--- src/logic/mac_stat_pkg.sv ---
// Per-cycle RX/TX statistic increments, RX error flags and error counter indices

package mac_stat_pkg;

    // RX increments, as reported by the MAC every cycle
    typedef struct packed {
        logic [6:0]  total_bytes;
        logic [13:0] good_bytes;
        logic        good_packets;
        logic [2:0]  total_packets;
    } rx_stat_t;

    // TX increments, same meaning with narrower fields
    typedef struct packed {
        logic [5:0]  total_bytes;
        logic [13:0] good_bytes;
        logic        good_packets;
        logic        total_packets;
    } tx_stat_t;

    // RX error flags, multi-bit ones are per-lane-group counts
    typedef struct packed {
        logic       aligned_err;
        logic [2:0] bad_code;
        logic [2:0] bad_fcs;
        logic       bad_preamble;
        logic       bad_sfd;
    } rx_err_t;

    // Index into the error counter array
    typedef enum logic [2:0] {
        ERR_ALIGN    = 3'd0,
        ERR_CODE     = 3'd1,
        ERR_FCS      = 3'd2,
        ERR_PREAMBLE = 3'd3,
        ERR_SFD      = 3'd4
    } err_kind_e;

    parameter int NUM_ERR_KINDS = 5;

endpackage

--- src/logic/mac_ctrl_pkg.sv ---
// Link bring-up state encoding and the control bundle driven to the MAC

package mac_ctrl_pkg;

    // Bring-up sequence, shared by the RX and TX control paths
    typedef enum logic [1:0] {
        LINK_IDLE         = 2'd0,
        LINK_GT_LOCKED    = 2'd1,
        LINK_WAIT_ALIGNED = 2'd2,
        LINK_UP           = 2'd3
    } link_state_e;

    // Control inputs of the MAC core
    typedef struct packed {
        logic rx_enable;
        logic tx_enable;
        // Local fault indication
        logic tx_send_lfi;
        // Remote fault indication
        logic tx_send_rfi;
    } mac_ctl_t;

endpackage
--- src/logic/mac_link_top.sv ---
// Top level joining the link bring-up FSM, traffic accumulators and error counters

`timescale 1ns/1ps

module mac_link_top
    import mac_ctrl_pkg::*;
    import mac_stat_pkg::*;
#(
    parameter int CNT_W = 32,
    parameter int ERR_W = 16
) (
    input  logic             gt_txusrclk2,
    input  logic             usr_rx_reset_w,
    input  logic             stat_rx_aligned,
    input  rx_stat_t         rx_stat,
    input  tx_stat_t         tx_stat,
    input  rx_err_t          rx_err,
    output mac_ctl_t         mac_ctl,
    output logic [CNT_W-1:0] rx_total_bytes,
    output logic [CNT_W-1:0] rx_good_bytes,
    output logic [CNT_W-1:0] rx_good_packets,
    output logic [CNT_W-1:0] rx_total_packets,
    output logic [CNT_W-1:0] tx_total_bytes,
    output logic [CNT_W-1:0] tx_good_bytes,
    output logic [CNT_W-1:0] tx_good_packets,
    output logic [CNT_W-1:0] tx_total_packets,
    output logic [ERR_W-1:0] err_count [NUM_ERR_KINDS]
);

    link_ctrl_fsm link_ctrl_fsm_i (
        .gt_txusrclk2    (gt_txusrclk2),
        .usr_rx_reset_w  (usr_rx_reset_w),
        .stat_rx_aligned (stat_rx_aligned),
        .mac_ctl         (mac_ctl)
    );

    // Statistics run regardless of link state
    traffic_accum #(
        .CNT_W (CNT_W)
    ) traffic_accum_i (
        .gt_txusrclk2     (gt_txusrclk2),
        .usr_rx_reset_w   (usr_rx_reset_w),
        .rx_stat          (rx_stat),
        .tx_stat          (tx_stat),
        .rx_total_bytes   (rx_total_bytes),
        .rx_good_bytes    (rx_good_bytes),
        .rx_good_packets  (rx_good_packets),
        .rx_total_packets (rx_total_packets),
        .tx_total_bytes   (tx_total_bytes),
        .tx_good_bytes    (tx_good_bytes),
        .tx_good_packets  (tx_good_packets),
        .tx_total_packets (tx_total_packets)
    );

    error_counters #(
        .ERR_W (ERR_W)
    ) error_counters_i (
        .gt_txusrclk2   (gt_txusrclk2),
        .usr_rx_reset_w (usr_rx_reset_w),
        .rx_err         (rx_err),
        .err_count      (err_count)
    );

endmodule

--- src/logic/error_counters.sv ---
// Per-kind RX error event counters, one count per cycle with the flag set

`timescale 1ns/1ps

module error_counters
    import mac_stat_pkg::*;
#(
    parameter int ERR_W = 16
) (
    input  logic             gt_txusrclk2,
    input  logic             usr_rx_reset_w,
    input  rx_err_t          rx_err,
    output logic [ERR_W-1:0] err_count [NUM_ERR_KINDS]
);

    logic [NUM_ERR_KINDS-1:0] err_evt;

    // Any nonzero field counts as a single event
    always_comb begin
        err_evt[ERR_ALIGN]    = |rx_err.aligned_err;
        err_evt[ERR_CODE]     = |rx_err.bad_code;
        err_evt[ERR_FCS]      = |rx_err.bad_fcs;
        err_evt[ERR_PREAMBLE] = |rx_err.bad_preamble;
        err_evt[ERR_SFD]      = |rx_err.bad_sfd;
    end

    always_ff @(posedge gt_txusrclk2) begin
        if (usr_rx_reset_w) begin
            for (int i = 0; i < NUM_ERR_KINDS; i++) begin
                err_count[i] <= '0;
            end
        end else begin
            // Free running, wraps at the counter width
            for (int i = 0; i < NUM_ERR_KINDS; i++) begin
                if (err_evt[i]) begin
                    err_count[i] <= err_count[i] + ERR_W'(1);
                end
            end
        end
    end

    // Counts are clear on the cycle after any reset cycle
    for (genvar g = 0; g < NUM_ERR_KINDS; g++) begin : g_rst_chk
        a_rst_clear: assert property (
            @(posedge gt_txusrclk2)
            $past(usr_rx_reset_w) |-> err_count[g] == '0
        ) else $error("error counter %0d not cleared by reset", g);
    end

endmodule

--- src/logic/traffic_accum.sv ---
// RX and TX packet and byte accumulators fed by the per-cycle MAC increments

`timescale 1ns/1ps

module traffic_accum
    import mac_stat_pkg::*;
#(
    parameter int CNT_W = 32
) (
    input  logic             gt_txusrclk2,
    input  logic             usr_rx_reset_w,
    input  rx_stat_t         rx_stat,
    input  tx_stat_t         tx_stat,
    output logic [CNT_W-1:0] rx_total_bytes,
    output logic [CNT_W-1:0] rx_good_bytes,
    output logic [CNT_W-1:0] rx_good_packets,
    output logic [CNT_W-1:0] rx_total_packets,
    output logic [CNT_W-1:0] tx_total_bytes,
    output logic [CNT_W-1:0] tx_good_bytes,
    output logic [CNT_W-1:0] tx_good_packets,
    output logic [CNT_W-1:0] tx_total_packets
);

    localparam int NUM_ACC = 8;

    logic [CNT_W-1:0] inc [NUM_ACC];
    logic [CNT_W-1:0] acc [NUM_ACC];
    // One extra bit holds the carry out of each add
    logic [CNT_W:0]   sum [NUM_ACC];

    // Slots 0..3 are RX, 4..7 are TX
    always_comb begin
        inc[0] = CNT_W'(rx_stat.total_bytes);
        inc[1] = CNT_W'(rx_stat.good_bytes);
        inc[2] = CNT_W'(rx_stat.good_packets);
        inc[3] = CNT_W'(rx_stat.total_packets);
        inc[4] = CNT_W'(tx_stat.total_bytes);
        inc[5] = CNT_W'(tx_stat.good_bytes);
        inc[6] = CNT_W'(tx_stat.good_packets);
        inc[7] = CNT_W'(tx_stat.total_packets);
    end

    always_comb begin
        for (int i = 0; i < NUM_ACC; i++) begin
            sum[i] = {1'b0, acc[i]} + {1'b0, inc[i]};
        end
    end

    always_ff @(posedge gt_txusrclk2) begin
        if (usr_rx_reset_w) begin
            for (int i = 0; i < NUM_ACC; i++) begin
                acc[i] <= '0;
            end
        end else begin
            for (int i = 0; i < NUM_ACC; i++) begin
                acc[i] <= sum[i][CNT_W-1:0];
            end
        end
    end

    assign rx_total_bytes   = acc[0];
    assign rx_good_bytes    = acc[1];
    assign rx_good_packets  = acc[2];
    assign rx_total_packets = acc[3];
    assign tx_total_bytes   = acc[4];
    assign tx_good_bytes    = acc[5];
    assign tx_good_packets  = acc[6];
    assign tx_total_packets = acc[7];

    // A count falls back to zero only by wrapping past the top
    for (genvar g = 0; g < NUM_ACC; g++) begin : g_wrap_chk
        a_no_drop: assert property (
            @(posedge gt_txusrclk2) disable iff (usr_rx_reset_w)
            (!$past(usr_rx_reset_w) && $past(acc[g]) != '0 && acc[g] == '0)
                |-> $past(sum[g][CNT_W])
        ) else $error("accumulator %0d dropped to zero without wrapping", g);
    end

endmodule

--- src/logic/link_ctrl_fsm.sv ---
// Link bring-up FSM driving the MAC enable and fault-indication controls

`timescale 1ns/1ps

module link_ctrl_fsm
    import mac_ctrl_pkg::*;
(
    input  logic     gt_txusrclk2,
    input  logic     usr_rx_reset_w,
    input  logic     stat_rx_aligned,
    output mac_ctl_t mac_ctl
);

    link_state_e state;
    logic        reset_done;
    logic        aligned_q;

    always_ff @(posedge gt_txusrclk2) begin
        if (usr_rx_reset_w) begin
            state      <= LINK_IDLE;
            reset_done <= 1'b0;
            aligned_q  <= 1'b0;
            mac_ctl    <= '0;
        end else begin
            // One cycle after reset release the machine may leave idle
            reset_done <= 1'b1;
            aligned_q  <= stat_rx_aligned;
            case (state)
                LINK_IDLE: begin
                    mac_ctl.rx_enable   <= 1'b0;
                    mac_ctl.tx_enable   <= 1'b0;
                    mac_ctl.tx_send_lfi <= 1'b0;
                    mac_ctl.tx_send_rfi <= 1'b0;
                    if (reset_done) begin
                        state <= LINK_GT_LOCKED;
                    end
                end
                LINK_GT_LOCKED: begin
                    // Receiver on, transmitter signals faults until aligned
                    mac_ctl.rx_enable   <= 1'b1;
                    mac_ctl.tx_enable   <= 1'b0;
                    mac_ctl.tx_send_lfi <= 1'b1;
                    mac_ctl.tx_send_rfi <= 1'b1;
                    state               <= LINK_WAIT_ALIGNED;
                end
                LINK_WAIT_ALIGNED: begin
                    if (aligned_q) begin
                        state <= LINK_UP;
                    end
                end
                LINK_UP: begin
                    mac_ctl.tx_enable   <= 1'b1;
                    mac_ctl.tx_send_lfi <= 1'b0;
                    mac_ctl.tx_send_rfi <= 1'b0;
                    // Lost alignment, restart the whole sequence
                    if (!aligned_q) begin
                        state <= LINK_IDLE;
                    end
                end
                default: begin
                    state <= LINK_IDLE;
                end
            endcase
        end
    end

    // Never transmit data while still sending a local fault
    a_tx_no_lfi: assert property (
        @(posedge gt_txusrclk2) disable iff (usr_rx_reset_w)
        !(mac_ctl.tx_enable && mac_ctl.tx_send_lfi)
    ) else $error("tx_enable and tx_send_lfi both set");

    // Transmit path only runs with the receiver enabled
    a_tx_needs_rx: assert property (
        @(posedge gt_txusrclk2) disable iff (usr_rx_reset_w)
        mac_ctl.tx_enable |-> mac_ctl.rx_enable
    ) else $error("tx_enable set without rx_enable");

endmodule

--- config.mk ---
export PLATFORM = sky130hd
export DESIGN_NAME = mac_link_top
export DESIGN_NICKNAME = d
export VERILOG_FILES = /design/src/logic/mac_stat_pkg.sv /design/src/logic/mac_ctrl_pkg.sv /design/src/logic/mac_link_top.sv /design/src/logic/error_counters.sv /design/src/logic/traffic_accum.sv /design/src/logic/link_ctrl_fsm.sv
export SDC_FILE = /design/constraint.sdc
export NUM_CORES = 1
export LEC_CHECK = 0
export ABC_AREA = 0
export BUFFER_PORTS_ARGS = -buffer_cell sky130_fd_sc_hd__buf_4
export CAP_MARGIN = 20
export CORE_ASPECT_RATIO = 0.9
export CORE_MARGIN = 4
export CORE_UTILIZATION = 38
export CTS_BUF_LIST = sky130_fd_sc_hd__clkbuf_8 sky130_fd_sc_hd__clkbuf_16
export DETAILED_ROUTE_END_ITERATION = 7
export MAX_ROUTING_LAYER = met4
export PLACE_DENSITY = 0.7
export SLEW_MARGIN = 20
export SYNTH_ARGS = -nofsm -noshare
export SYNTH_HDL_FRONTEND = slang
export SYNTH_SLANG_ARGS = --single-unit
export TNS_END_PERCENT = 5
--- constraint.sdc ---
create_clock -name gt_txusrclk2 -period 6.3 [get_ports gt_txusrclk2]
set_input_delay 0 -clock gt_txusrclk2 [delete_from_list [all_inputs] [get_ports gt_txusrclk2]]
set_output_delay 0 -clock gt_txusrclk2 [all_outputs]
set_load 0.005 [all_outputs]
==> results of run 1 <==
==> worst register-to-register path, delay by kind of cell, from the launching register on <==
| family | cells | cell delay (ns) |
|---|---|---|
| AO/OA/AOI/OAI | 5 | 1.77 |
| AND/OR/NAND/NOR | 1 | 0.25 |
| adder cells (fa/ha/maj) | 1 | 0.27 |
| flip-flops | 1 | 0.40 |
==> final cells by class <==
type / instances / area share, %
multi-input combinational: 1390 / 40.63
sequential: 343 / 32.32
timing repair buffer: 465 / 17.22
clock buffer: 53 / 5.607
clock inverter: 14 / 0.4005
tap: 540 / 3.180
inverter: 36 / 0.6361
==> worst paths after layout <==
kind | endpoint | depth (start not counted)
max reg2reg | traffic_accum_i.acc[0][179] | 7
min reg2reg | error_counters_i.err_count[79] | 2
max | traffic_accum_i.acc[0][179] | 7
min | traffic_accum_i.acc[0][170] | 4
==> cell families after synthesis <==
group / Yosys count
and+or+nand+nor: 814
DFF: 343
xor gates and xnor gates: 248
AOI/OAI and AO/OA: 246
buffers and inverters: 96
adders and majority gates: 66
muxes: 16
==> power by group <==
group	leakage (nW)	internal, W	switching (W)
clock network	0.672	0.00135	0.000896
logic	5.37	0.000642	0.000767
registers	2.78	0.00231	0.000115
total	8.82	0.00430	0.00178
==> registers in the layout, indices dropped and copies added (netlist names) <==
name,cells
link_ctrl_fsm_i.reset_done,1
traffic_accum_i.acc,256
link_ctrl_fsm_i.state,2
link_ctrl_fsm_i.mac_ctl,3
error_counters_i.err_count,80
link_ctrl_fsm_i.aligned_q,1
==> repair_timing <==
item / CTS / global route
hold buffers: 64 / 0
buffers inserted: 0 / 0
endpoints found under the hold margin: 131 / 0
==> stage by stage <==
step	power (W)	util (%)	hold slack (ns)	worst slack (ns)	cells
2_1_floorplan	0.003323	-	0.1282	3.934	1829
4_1_cts	0.006146	51.94	0.01453	3.523	2841
5_1_grt	0.006409	51.94	0.06951	3.244	2841
3_5_place_dp	0.003798	47.25	0.2266	3.564	2710
6_report	0.006081	51.94	0.05412	3.466	2841
3_3_place_gp	0.003778	47.25	0.2198	3.640	2710
==> layer usage <==
layer | vias up | part of all wire [%] | global-route usage, %
met5 | - | 0 | -
li1 | 7189 | - | -
met2 | 393 | 47 | 31.33
met4 | 0 | 2.9 | 6.427
met3 | 82 | 6.5 | 4.531
met1 | 6925 | 44 | 24.04
==> cells in the final DEF, fill, tap and decap left out, types with 6 or more instances in the layout <==
cell type	Yosys	layout
a211oi_1	11	11
a21boi_0	6	6
a21o_1	17	17
a21oi_1	96	96
and2_1	9	9
and3_1	56	56
and4_1	15	15
buf_4	1	400
clkbuf_16	0	41
clkbuf_8	0	12
dfxtp_1	343	343
dlygate4sd3_1	0	64
ha_1	61	61
inv_1	35	46
mux2_2	7	7
mux2i_1	9	9
nand2_1	128	128
nand3_1	88	88
nand4_1	54	54
nor2_1	304	304
nor2b_1	28	28
nor3_1	31	31
nor4_1	21	21
o21a_1	8	8
o21ai_0	70	69
o21bai_1	7	7
or3_1	49	49
xnor2_1	106	106
xor2_1	142	142
==> flow_metrics.tcl, run 1 <==
set metrics [dict create \
    synth-edff-count 0 \
    ir_drop_mv 0.1965 \
    cp_slowest_cell "o21ai_0" \
    maxCapViolCount 0 \
    cp.required_ns 6.70 \
    yosysWarnings 0 \
    cts.clk_slew.worst_paths_ns 0.06 \
    die_w_um 223.4 \
    routed_wl_um 45000 \
    rsz0062_at_grt "false" \
    vias_per_cell 5.135 \
    synth_top_flop_cell "dfxtp_1" \
    yosysSeqAreaShare_pct 43.28 \
    async_flop_share_pct 0 \
    r2r_slack_ns 3.47 \
    skew_ns 0.009861 \
    path_max_fanout 12 \
    relSlewSlack_pct 29.01 \
    antenna_cells 0 \
    antenna_found_initial 0 \
    syn_area_mm2 0.01586 \
    synthAdderAreaFrac_pct 5.442 \
    htreeDepth 2 \
    synthCells 1829 \
    wire_per_inst_um 15.84 \
    cts_root_buf "clkbuf_16" \
    leakage_nw 8.819 \
    fin_crit_sh_pct 44.98 \
    cp-startpoint "traffic_accum_i.acc[0][161]" \
    startpoint_type "flip-flop" \
    grt_start_max_net_pins 100 \
    tns_ns 0 \
    max_freq_mhz 352.9 \
    first_iter_violations 756 \
    core_mm2 0.04090 \
    fp-row-count 70 \
    synth_compound_area_share_pct 9.283 \
    slowest_delay_ns 0.85 \
    grt_first_pass_wirelength_um 71860 \
    crit_buf_inv 0 \
    clock-sinks 343 \
    io-pin-count 399 \
    path_cells "ha_1 > a211o_1 > a21boi_0 > a2111oi_4 > o21ai_0 > or3_2 > a21oi_1" \
    status "finished clean" \
    start_util_pct 38.79 \
    cts_buffer_depth 3 \
    dp_hpwl_um 32670 \
    post_synth_and_or_nand_nor_area_fraction_pct 24.93 \
    synthMuxAreaShare_pct 1.065 \
    nets 2400 \
    worst-setup-path-type "flip-flop to flip-flop" \
    endpoint_kind "flip-flop" \
    fillers 3785 \
    drc_errors 0 \
    worstHoldPathType "input pin to flip-flop" \
    fin_area_mm2 0.02124 \
    ys_types 69 \
    drive_above_1_share_pct 20.99 \
    die_h_um 201.8 \
    port-buffer-count 398 \
    p_per_area_mw_per_mm2 286.2 \
    synth_top_family_by_area "simple AND/OR/NAND/NOR gates" \
    hold_viol_final 0 \
    cts_tree "yes" \
    grt_pass1_vias 13820 \
    clk_latency_ns 0.54 \
    arrival_ns 3.23 \
    firstDrtPassIters 5 \
    via_count 14590 \
    worst_pin_slew_ns 1.054 \
    synth.most_common_cell "dfxtp_1" \
    multi_input_area_mm2 0.008632 \
    holdCritStartpoint "tx_stat[12]" \
    seq_area_mm2 0.006867 \
    drt.antenna.violating_nets 0 \
    die-area_mm2 0.04508 \
    numCtsBuffers 39 \
    synth_top_area_cell "dfxtp_1" \
    place_congestion 0.8900 \
    area_delta_synth_final_pct 33.91 \
    grt_overflow 0 \
    grt_usage_pct 19.38 \
    synth_xor_area_share_pct 13.69 \
    crit_family "compound AO/OA/AOI/OAI gates" \
    cts_resized 0 \
    report.final.setup_viol 0 \
    reg2reg_from "traffic_accum_i.acc[0][161]" \
    synth_area_leaders "dfxtp_1 (43%), xor2_1 (7.8%), nor2_1 (7.2%)" \
    yosysTopAreaCellShare_pct 43.28 \
    dpl-instance-area_mm2 0.01933 \
    syn_nets 1954 \
    synth_seq_cells 343 \
    layout_min_cycle_time_ns 2.834 \
    synth_common_cells "dfxtp_1 (343), nor2_1 (304), xor2_1 (142)" \
    syn_avg_cell_area_um2 8.674 \
    slew_viol_final 0 \
]
Power figures use the tool's default switching activity.
==> run 2, diff against run 1 <==
PLACE_DENSITY = 0.73   (was 0.7)
clock period = 2.4 ns   (was 6.3 ns; I/O delays follow)
==> run 2 against run 1 <==
Compared with the run above: die area unchanged; sequential power rose to 2.6 times the previous value; count of clock-buffer cells in the layout down 3; final cell count up 1.9%; first-iteration DRC count down 3.6%; utilization up 1.2 points; power rose to 2.7 times the previous value; global-route usage up 0.50 points; fmax up 21%; non-clock buffer count up 52; largest power group unchanged; highest routed layer unchanged.
==> flow_metrics.tcl, run 2 (same netlist as run 1, synthesis figures left out) <==
set metrics [dict create \
    via_count 14730 \
    grt_pass1_vias 14200 \
    layout_min_cycle_time_ns 2.347 \
    grt_overflow 0 \
    dp_hpwl_um 33230 \
    io-pin-count 399 \
    endpoint_kind "flip-flop" \
    nets 2451 \
    arrival_ns 2.80 \
    numCtsBuffers 38 \
    slew_viol_final 0 \
    status "finished clean" \
    htreeDepth 2 \
    start_util_pct 38.79 \
    drc_errors 0 \
    slowest_delay_ns 0.50 \
    grt_first_pass_wirelength_um 73800 \
    routed_wl_um 45760 \
    core_mm2 0.04090 \
    worst-setup-path-type "flip-flop to flip-flop" \
    wire_per_inst_um 15.81 \
    drt.antenna.violating_nets 0 \
    worstHoldPathType "input pin to flip-flop" \
    regMostFlops "traffic_accum_i.acc" \
    hold_viol_final 0 \
    largest_register_ffs 256 \
    drive_above_1_share_pct 23.86 \
    top_regs "traffic_accum_i.acc: 256 flops, error_counters_i.err_count: 80 flops, link_ctrl_fsm_i.mac_ctl: 3 flops" \
    port-buffer-count 398 \
    cts_root_buf "clkbuf_16" \
    skew_ns 0.01035 \
    cts.clk_slew.worst_paths_ns 0.06 \
    path_cells "ha_2 > ha_1 > nand2_1 > nor4_2 > buf_4 > or4b_4 > or3_1 > a21oi_1" \
    grt_usage_pct 19.88 \
    dp_slack_ns -0.1573 \
    layout_common_cells "buf_4 (459), dfxtp_1 (343), nor2_1 (304), xor2_1 (142), nand2_1 (128)" \
    first_iter_violations 729 \
    startpoint_type "flip-flop" \
    ir_drop_mv 0.5723 \
    report.final.setup_viol 0 \
    holdWs_ns 0.03615 \
    clk_latency_ns 0.54 \
    place_congestion 0.8925 \
    die_w_um 223.4 \
    fin_ws_ns 0.05335 \
    area_delta_synth_final_pct 37.09 \
    relSlewSlack_pct 39.89 \
    firstDrtPassIters 5 \
    worst_pin_slew_ns 0.9016 \
    cts_tree "yes" \
    p_per_area_mw_per_mm2 753.5 \
    max_freq_mhz 426.1 \
    cp.required_ns 2.85 \
    path_max_fanout 7 \
    antenna_found_initial 0 \
    crit_family "simple AND/OR/NAND/NOR gates" \
    fp-row-count 70 \
    crit_buf_inv 1 \
    die_h_um 201.8 \
    maxCapViolCount 0 \
    antenna_cells 0 \
    cts_buffer_depth 3 \
    clock-sinks 343 \
    die-area_mm2 0.04508 \
    cp_slowest_cell "or4b_4" \
    fin_crit_sh_pct 97.78 \
    grt_start_max_net_pins 121 \
    final_common_cell "buf_4" \
    vias_per_cell 5.087 \
    post-route-util_pct 53.17 \
    leakage_nw 9.117 \
    rsz0062_at_grt "true" \
]
==> run 2: cell count changes in the layout (fill, tap and decap cells not counted), sizes merged <==
cell,before,now
inv,46,47
dlygate4sd3,64,54
bufinv,1,2
clkinv,3,6
clkbuf,53,50
buf,401,463
==> run 2: per-stage QoR <==
| stage | area (µm²) | setup TNS, ns | total power [W] | std cells |
|---|---|---|---|---|
| final | 21750 | 0 | 0.01639 | 2895 |
| after global routing | 21750 | -0.1382 | 0.01728 | 2895 |
| after CTS | 21660 | 0 | 0.01648 | 2895 |
| after detailed placement | 19830 | -0.4539 | 0.01032 | 2772 |
| after global placement | 19830 | -0.3970 | 0.01024 | 2772 |
| after floorplan | 15860 | 0 | 0.008723 | 1829 |
==> run 2: layout make-up <==
class | count | area, µm²
clock buffer | 50 | 1150
inverter | 36 | 135.1
clock inverter | 19 | 130.1
fill | 3684 | 19150
sequential | 343 | 6867
timing repair buffer | 517 | 4061
tap | 540 | 675.6
multi-input combinational | 1390 | 8730
==> run 2: power breakdown <==
part | total (W) | leakage (nW) | internal, W | switching, W
Clock | 0.00590 | 0.682 | 0.00356 | 0.00234
Combinational | 0.00412 | 5.66 | 0.00198 | 0.00214
Sequential | 0.00637 | 2.78 | 0.00607 | 0.000301
Total | 0.0164 | 9.12 | 0.0116 | 0.00478
==> run 2: final timing paths <==
| path | start | to | slack (ns) | cells past startpoint |
|---|---|---|---|---|
| worst max-delay path | traffic_accum_i.acc[0][224] | traffic_accum_i.acc[0][250] | 0.05 | 8 |
| worst min-delay path | rx_stat[6] | traffic_accum_i.acc[0][34] | 0.04 | 5 |
| worst max register to register | traffic_accum_i.acc[0][224] | traffic_accum_i.acc[0][250] | 0.05 | 8 |
| worst min register to register | traffic_accum_i.acc[0][191] | traffic_accum_i.acc[0][191] | 0.48 | 2 |
==> run 2: worst register-to-register path: stages, from the launching register on <==
cell	delay, ns
dfxtp_1	0.34
ha_2	0.21
ha_1	0.17
nand2_1	0.09
nor4_2	0.30
buf_4	0.18
or4b_4	0.51
or3_1	0.33
a21oi_1	0.15
==> run 2: per-layer routing <==
metal	GRT usage [%]	wire [µm]	part of all wire, %
met3	5.213	3182	7.0
met1	23.98	19380	42
met4	6.207	1267	2.8
met5	-	0	0
met2	32.72	21930	48
==> run 2: timing repair <==
item	4_1_cts	5_1_grt
setup buffers	0	0
hold buffers	54	0
resized for setup	3	20
endpoints found under the setup margin	7	25
pin swaps	1	6
hold endpoints to repair	83	0
==> run 3, diff against run 2 <==
--- a/config.mk
+++ b/config.mk
@@ -10,5 +10,7 @@
 export CAP_MARGIN = 20
+export CELL_PAD_IN_SITES_DETAIL_PLACEMENT = 1
+export CELL_PAD_IN_SITES_GLOBAL_PLACEMENT = 1
 export CORE_ASPECT_RATIO = 0.9
 export CORE_MARGIN = 4
-export CORE_UTILIZATION = 38
+export CORE_UTILIZATION = 36
 export CTS_BUF_LIST = sky130_fd_sc_hd__clkbuf_8 sky130_fd_sc_hd__clkbuf_16
@@ -16,3 +18,3 @@
 export MAX_ROUTING_LAYER = met4
-export PLACE_DENSITY = 0.73
+export PLACE_DENSITY = 0.87
 export SLEW_MARGIN = 20
==> constraint.sdc (replaced) <==
create_clock -name gt_txusrclk2 -period 2.4 [get_ports gt_txusrclk2]
set_input_delay 0.48 -clock gt_txusrclk2 [delete_from_list [all_inputs] [get_ports gt_txusrclk2]]
set_output_delay 0.48 -clock gt_txusrclk2 [all_outputs]
set_load 0.005 [all_outputs]
==> run 3 against run 2 <==
Compared with the run above: worst hold slack gained 0.13 ns; critical path type unchanged; utilization shrank 3.2 points; routed wire length is 20% higher; critical path depth stayed put; register-to-register slack got worse by 0.02 ns; die area rose by 5.3%; fmax shrank 0.69%; non-clock buffer count rose by 1.
==> flow_metrics.tcl, run 3 (same netlist as run 1, synthesis figures left out) <==
set metrics [dict create \
    io-pin-count 399 \
    slowest_delay_ns 0.39 \
    grt_overflow 0 \
    htreeDepth 2 \
    worst_pin_slew_ns 0.6013 \
    skew_ns 0.01390 \
    reg2reg_depth 8 \
    status "finished clean" \
    vias_per_cell 5.284 \
    maxCapViolCount 0 \
    via_count 15370 \
    grt_pass1_vias 16590 \
    core_mm2 0.04324 \
    cp.required_ns 2.82 \
    r2r_slack_ns 0.04 \
    p_per_area_mw_per_mm2 773.8 \
    startpoint_type "flip-flop" \
    cp_slowest_cell "fa_2" \
    die_h_um 207.2 \
    routed_wl_um 55060 \
    worst-setup-path-type "flip-flop to flip-flop" \
    fin_crit_sh_pct 98.45 \
    largest_register_ffs 256 \
    clk_latency_ns 0.54 \
    report.final.setup_viol 0 \
    holdCritStartpoint "stat_rx_aligned" \
    antenna_found_initial 1 \
    leakage_nw 9.139 \
    cts.clk_slew.worst_paths_ns 0.06 \
    wire_per_inst_um 18.93 \
    path_max_fanout 4 \
    drc_errors 0 \
    path_cells "ha_1 > fa_2 > a211oi_2 > o21ai_2 > a21oi_2 > o21bai_2 > or3b_1 > mux2_2" \
    start_util_pct 36.69 \
    hold_viol_final 0 \
    layout_min_cycle_time_ns 2.363 \
    crit_buf_inv 0 \
    top_regs "traffic_accum_i.acc: 256 flops, error_counters_i.err_count: 80 flops, link_ctrl_fsm_i.mac_ctl: 3 flops" \
    rr_endpoint "traffic_accum_i.acc[0][52]" \
    reg2reg_from "traffic_accum_i.acc[0][32]" \
    drt.antenna.violating_nets 0 \
    fillers 5077 \
    min_path_cells 2 \
    port-buffer-count 398 \
    grt_usage_pct 22.82 \
    die_w_um 229.3 \
    crit_family "compound AO/OA/AOI/OAI gates" \
    clock-sinks 343 \
    cts_buffer_depth 3 \
    first_iter_violations 669 \
    cp.depth 8 \
    cts_tree "yes" \
    slew_viol_final 0 \
    multi_input_area_mm2 0.008736 \
    holdWs_ns 0.1695 \
    cts_root_buf "clkbuf_16" \
    ir_drop_mv 0.5591 \
    dp_hpwl_um 41490 \
    place_congestion 0.9200 \
    grt_start_max_net_pins 77 \
    rsz0062_at_grt "true" \
    fp-row-count 72 \
    max_freq_mhz 423.2 \
    drive_above_1_share_pct 26.23 \
    regMostFlops "traffic_accum_i.acc" \
    area_delta_synth_final_pct 36.23 \
    numCtsBuffers 40 \
    worstHoldPathType "input pin to flip-flop" \
    nets 2454 \
    grt_first_pass_wirelength_um 88010 \
    firstDrtPassIters 5 \
    arrival_ns 2.79 \
    seq_area_mm2 0.006868 \
    layout_common_cells "buf_4 (512), dfxtp_1 (342), nor2_1 (304), xor2_1 (142), nand2_1 (128)" \
    final_common_cell "buf_4" \
    hold_path_end "link_ctrl_fsm_i.aligned_q" \
    endpoint_kind "flip-flop" \
    die-area_mm2 0.04749 \
    relSlewSlack_pct 59.60 \
    tns_ns 0 \
]
-- run 3: worst max path at each step --
stage                     slack (ns)                   startpoint                     endpoint
after floorplan                -0.07                   tx_stat[6]  traffic_accum_i.acc[0][179]
after global placement         -0.45                   rx_stat[4]   traffic_accum_i.acc[0][52]
after detailed placement       -0.50                   rx_stat[4]   traffic_accum_i.acc[0][52]
after CTS                       0.02  traffic_accum_i.acc[0][224]  traffic_accum_i.acc[0][252]
after global routing           -0.06   traffic_accum_i.acc[0][32]   traffic_accum_i.acc[0][52]
final                           0.04   traffic_accum_i.acc[0][32]   traffic_accum_i.acc[0][52]
-- run 3: report_power, final --
| part | switching [W] | leakage [nW] | internal [W] | total, W |
|---|---|---|---|---|
| clock network | 0.00239 | 0.649 | 0.00338 | 0.00577 |
| registers | 0.000332 | 2.78 | 0.00607 | 0.00640 |
| logic | 0.00232 | 5.71 | 0.00223 | 0.00455 |
-- run 3: worst reg2reg max path: stages, from the launching register on --
cell and delay, ns:
dfxtp_1 0.32, ha_1 0.22, fa_2 0.39, a211oi_2 0.33
o21ai_2 0.14, a21oi_2 0.23, o21bai_2 0.12, or3b_1 0.19
mux2_2 0.32
-- run 3: stage by stage --
stage | setup WS [ns] | cell area [µm²] | instances | power [W] | utilization (%)
5_1_grt | -0.06148 | 21610 | 2908 | 0.01761 | 49.98
3_3_place_gp | -0.4455 | 20280 | 2840 | 0.01070 | 46.90
2_1_floorplan | -0.06577 | 15870 | 1829 | 0.008733 | -
3_5_place_dp | -0.5017 | 20280 | 2840 | 0.01093 | 46.90
4_1_cts | 0.01667 | 21530 | 2906 | 0.01683 | 49.78
6_report | 0.03709 | 21610 | 2908 | 0.01672 | 49.98
-- run 3: final cells by class --
class | count | area share [%]
sequential | 343 | 31.78
multi-input combinational | 1390 | 40.42
antenna | 1 | 0.01158
inverter | 36 | 0.6253
timing repair buffer | 518 | 18.32
clock inverter | 17 | 0.4400
tap | 555 | 3.213
clock buffer | 48 | 5.193
-- run 3: per-layer routing --
layer / track usage [%] / routed length, µm / up-vias
met1: 25.48 / 22380 / 7600
met5: - / 0 / -
li1: - / - / 7294
met2: 39.35 / 27370 / 361
met3: 5.879 / 3257 / 110
met4: 8.456 / 2042 / 0
-- run 3: what timing repair did --
item | CTS | global route
pin swaps | 2 | 3
setup endpoints to repair | 12 | 32
gates resized for setup | 6 | 18
hold buffers | 0 | 0
setup buffers | 1 | 1
cloned | 0 | 0
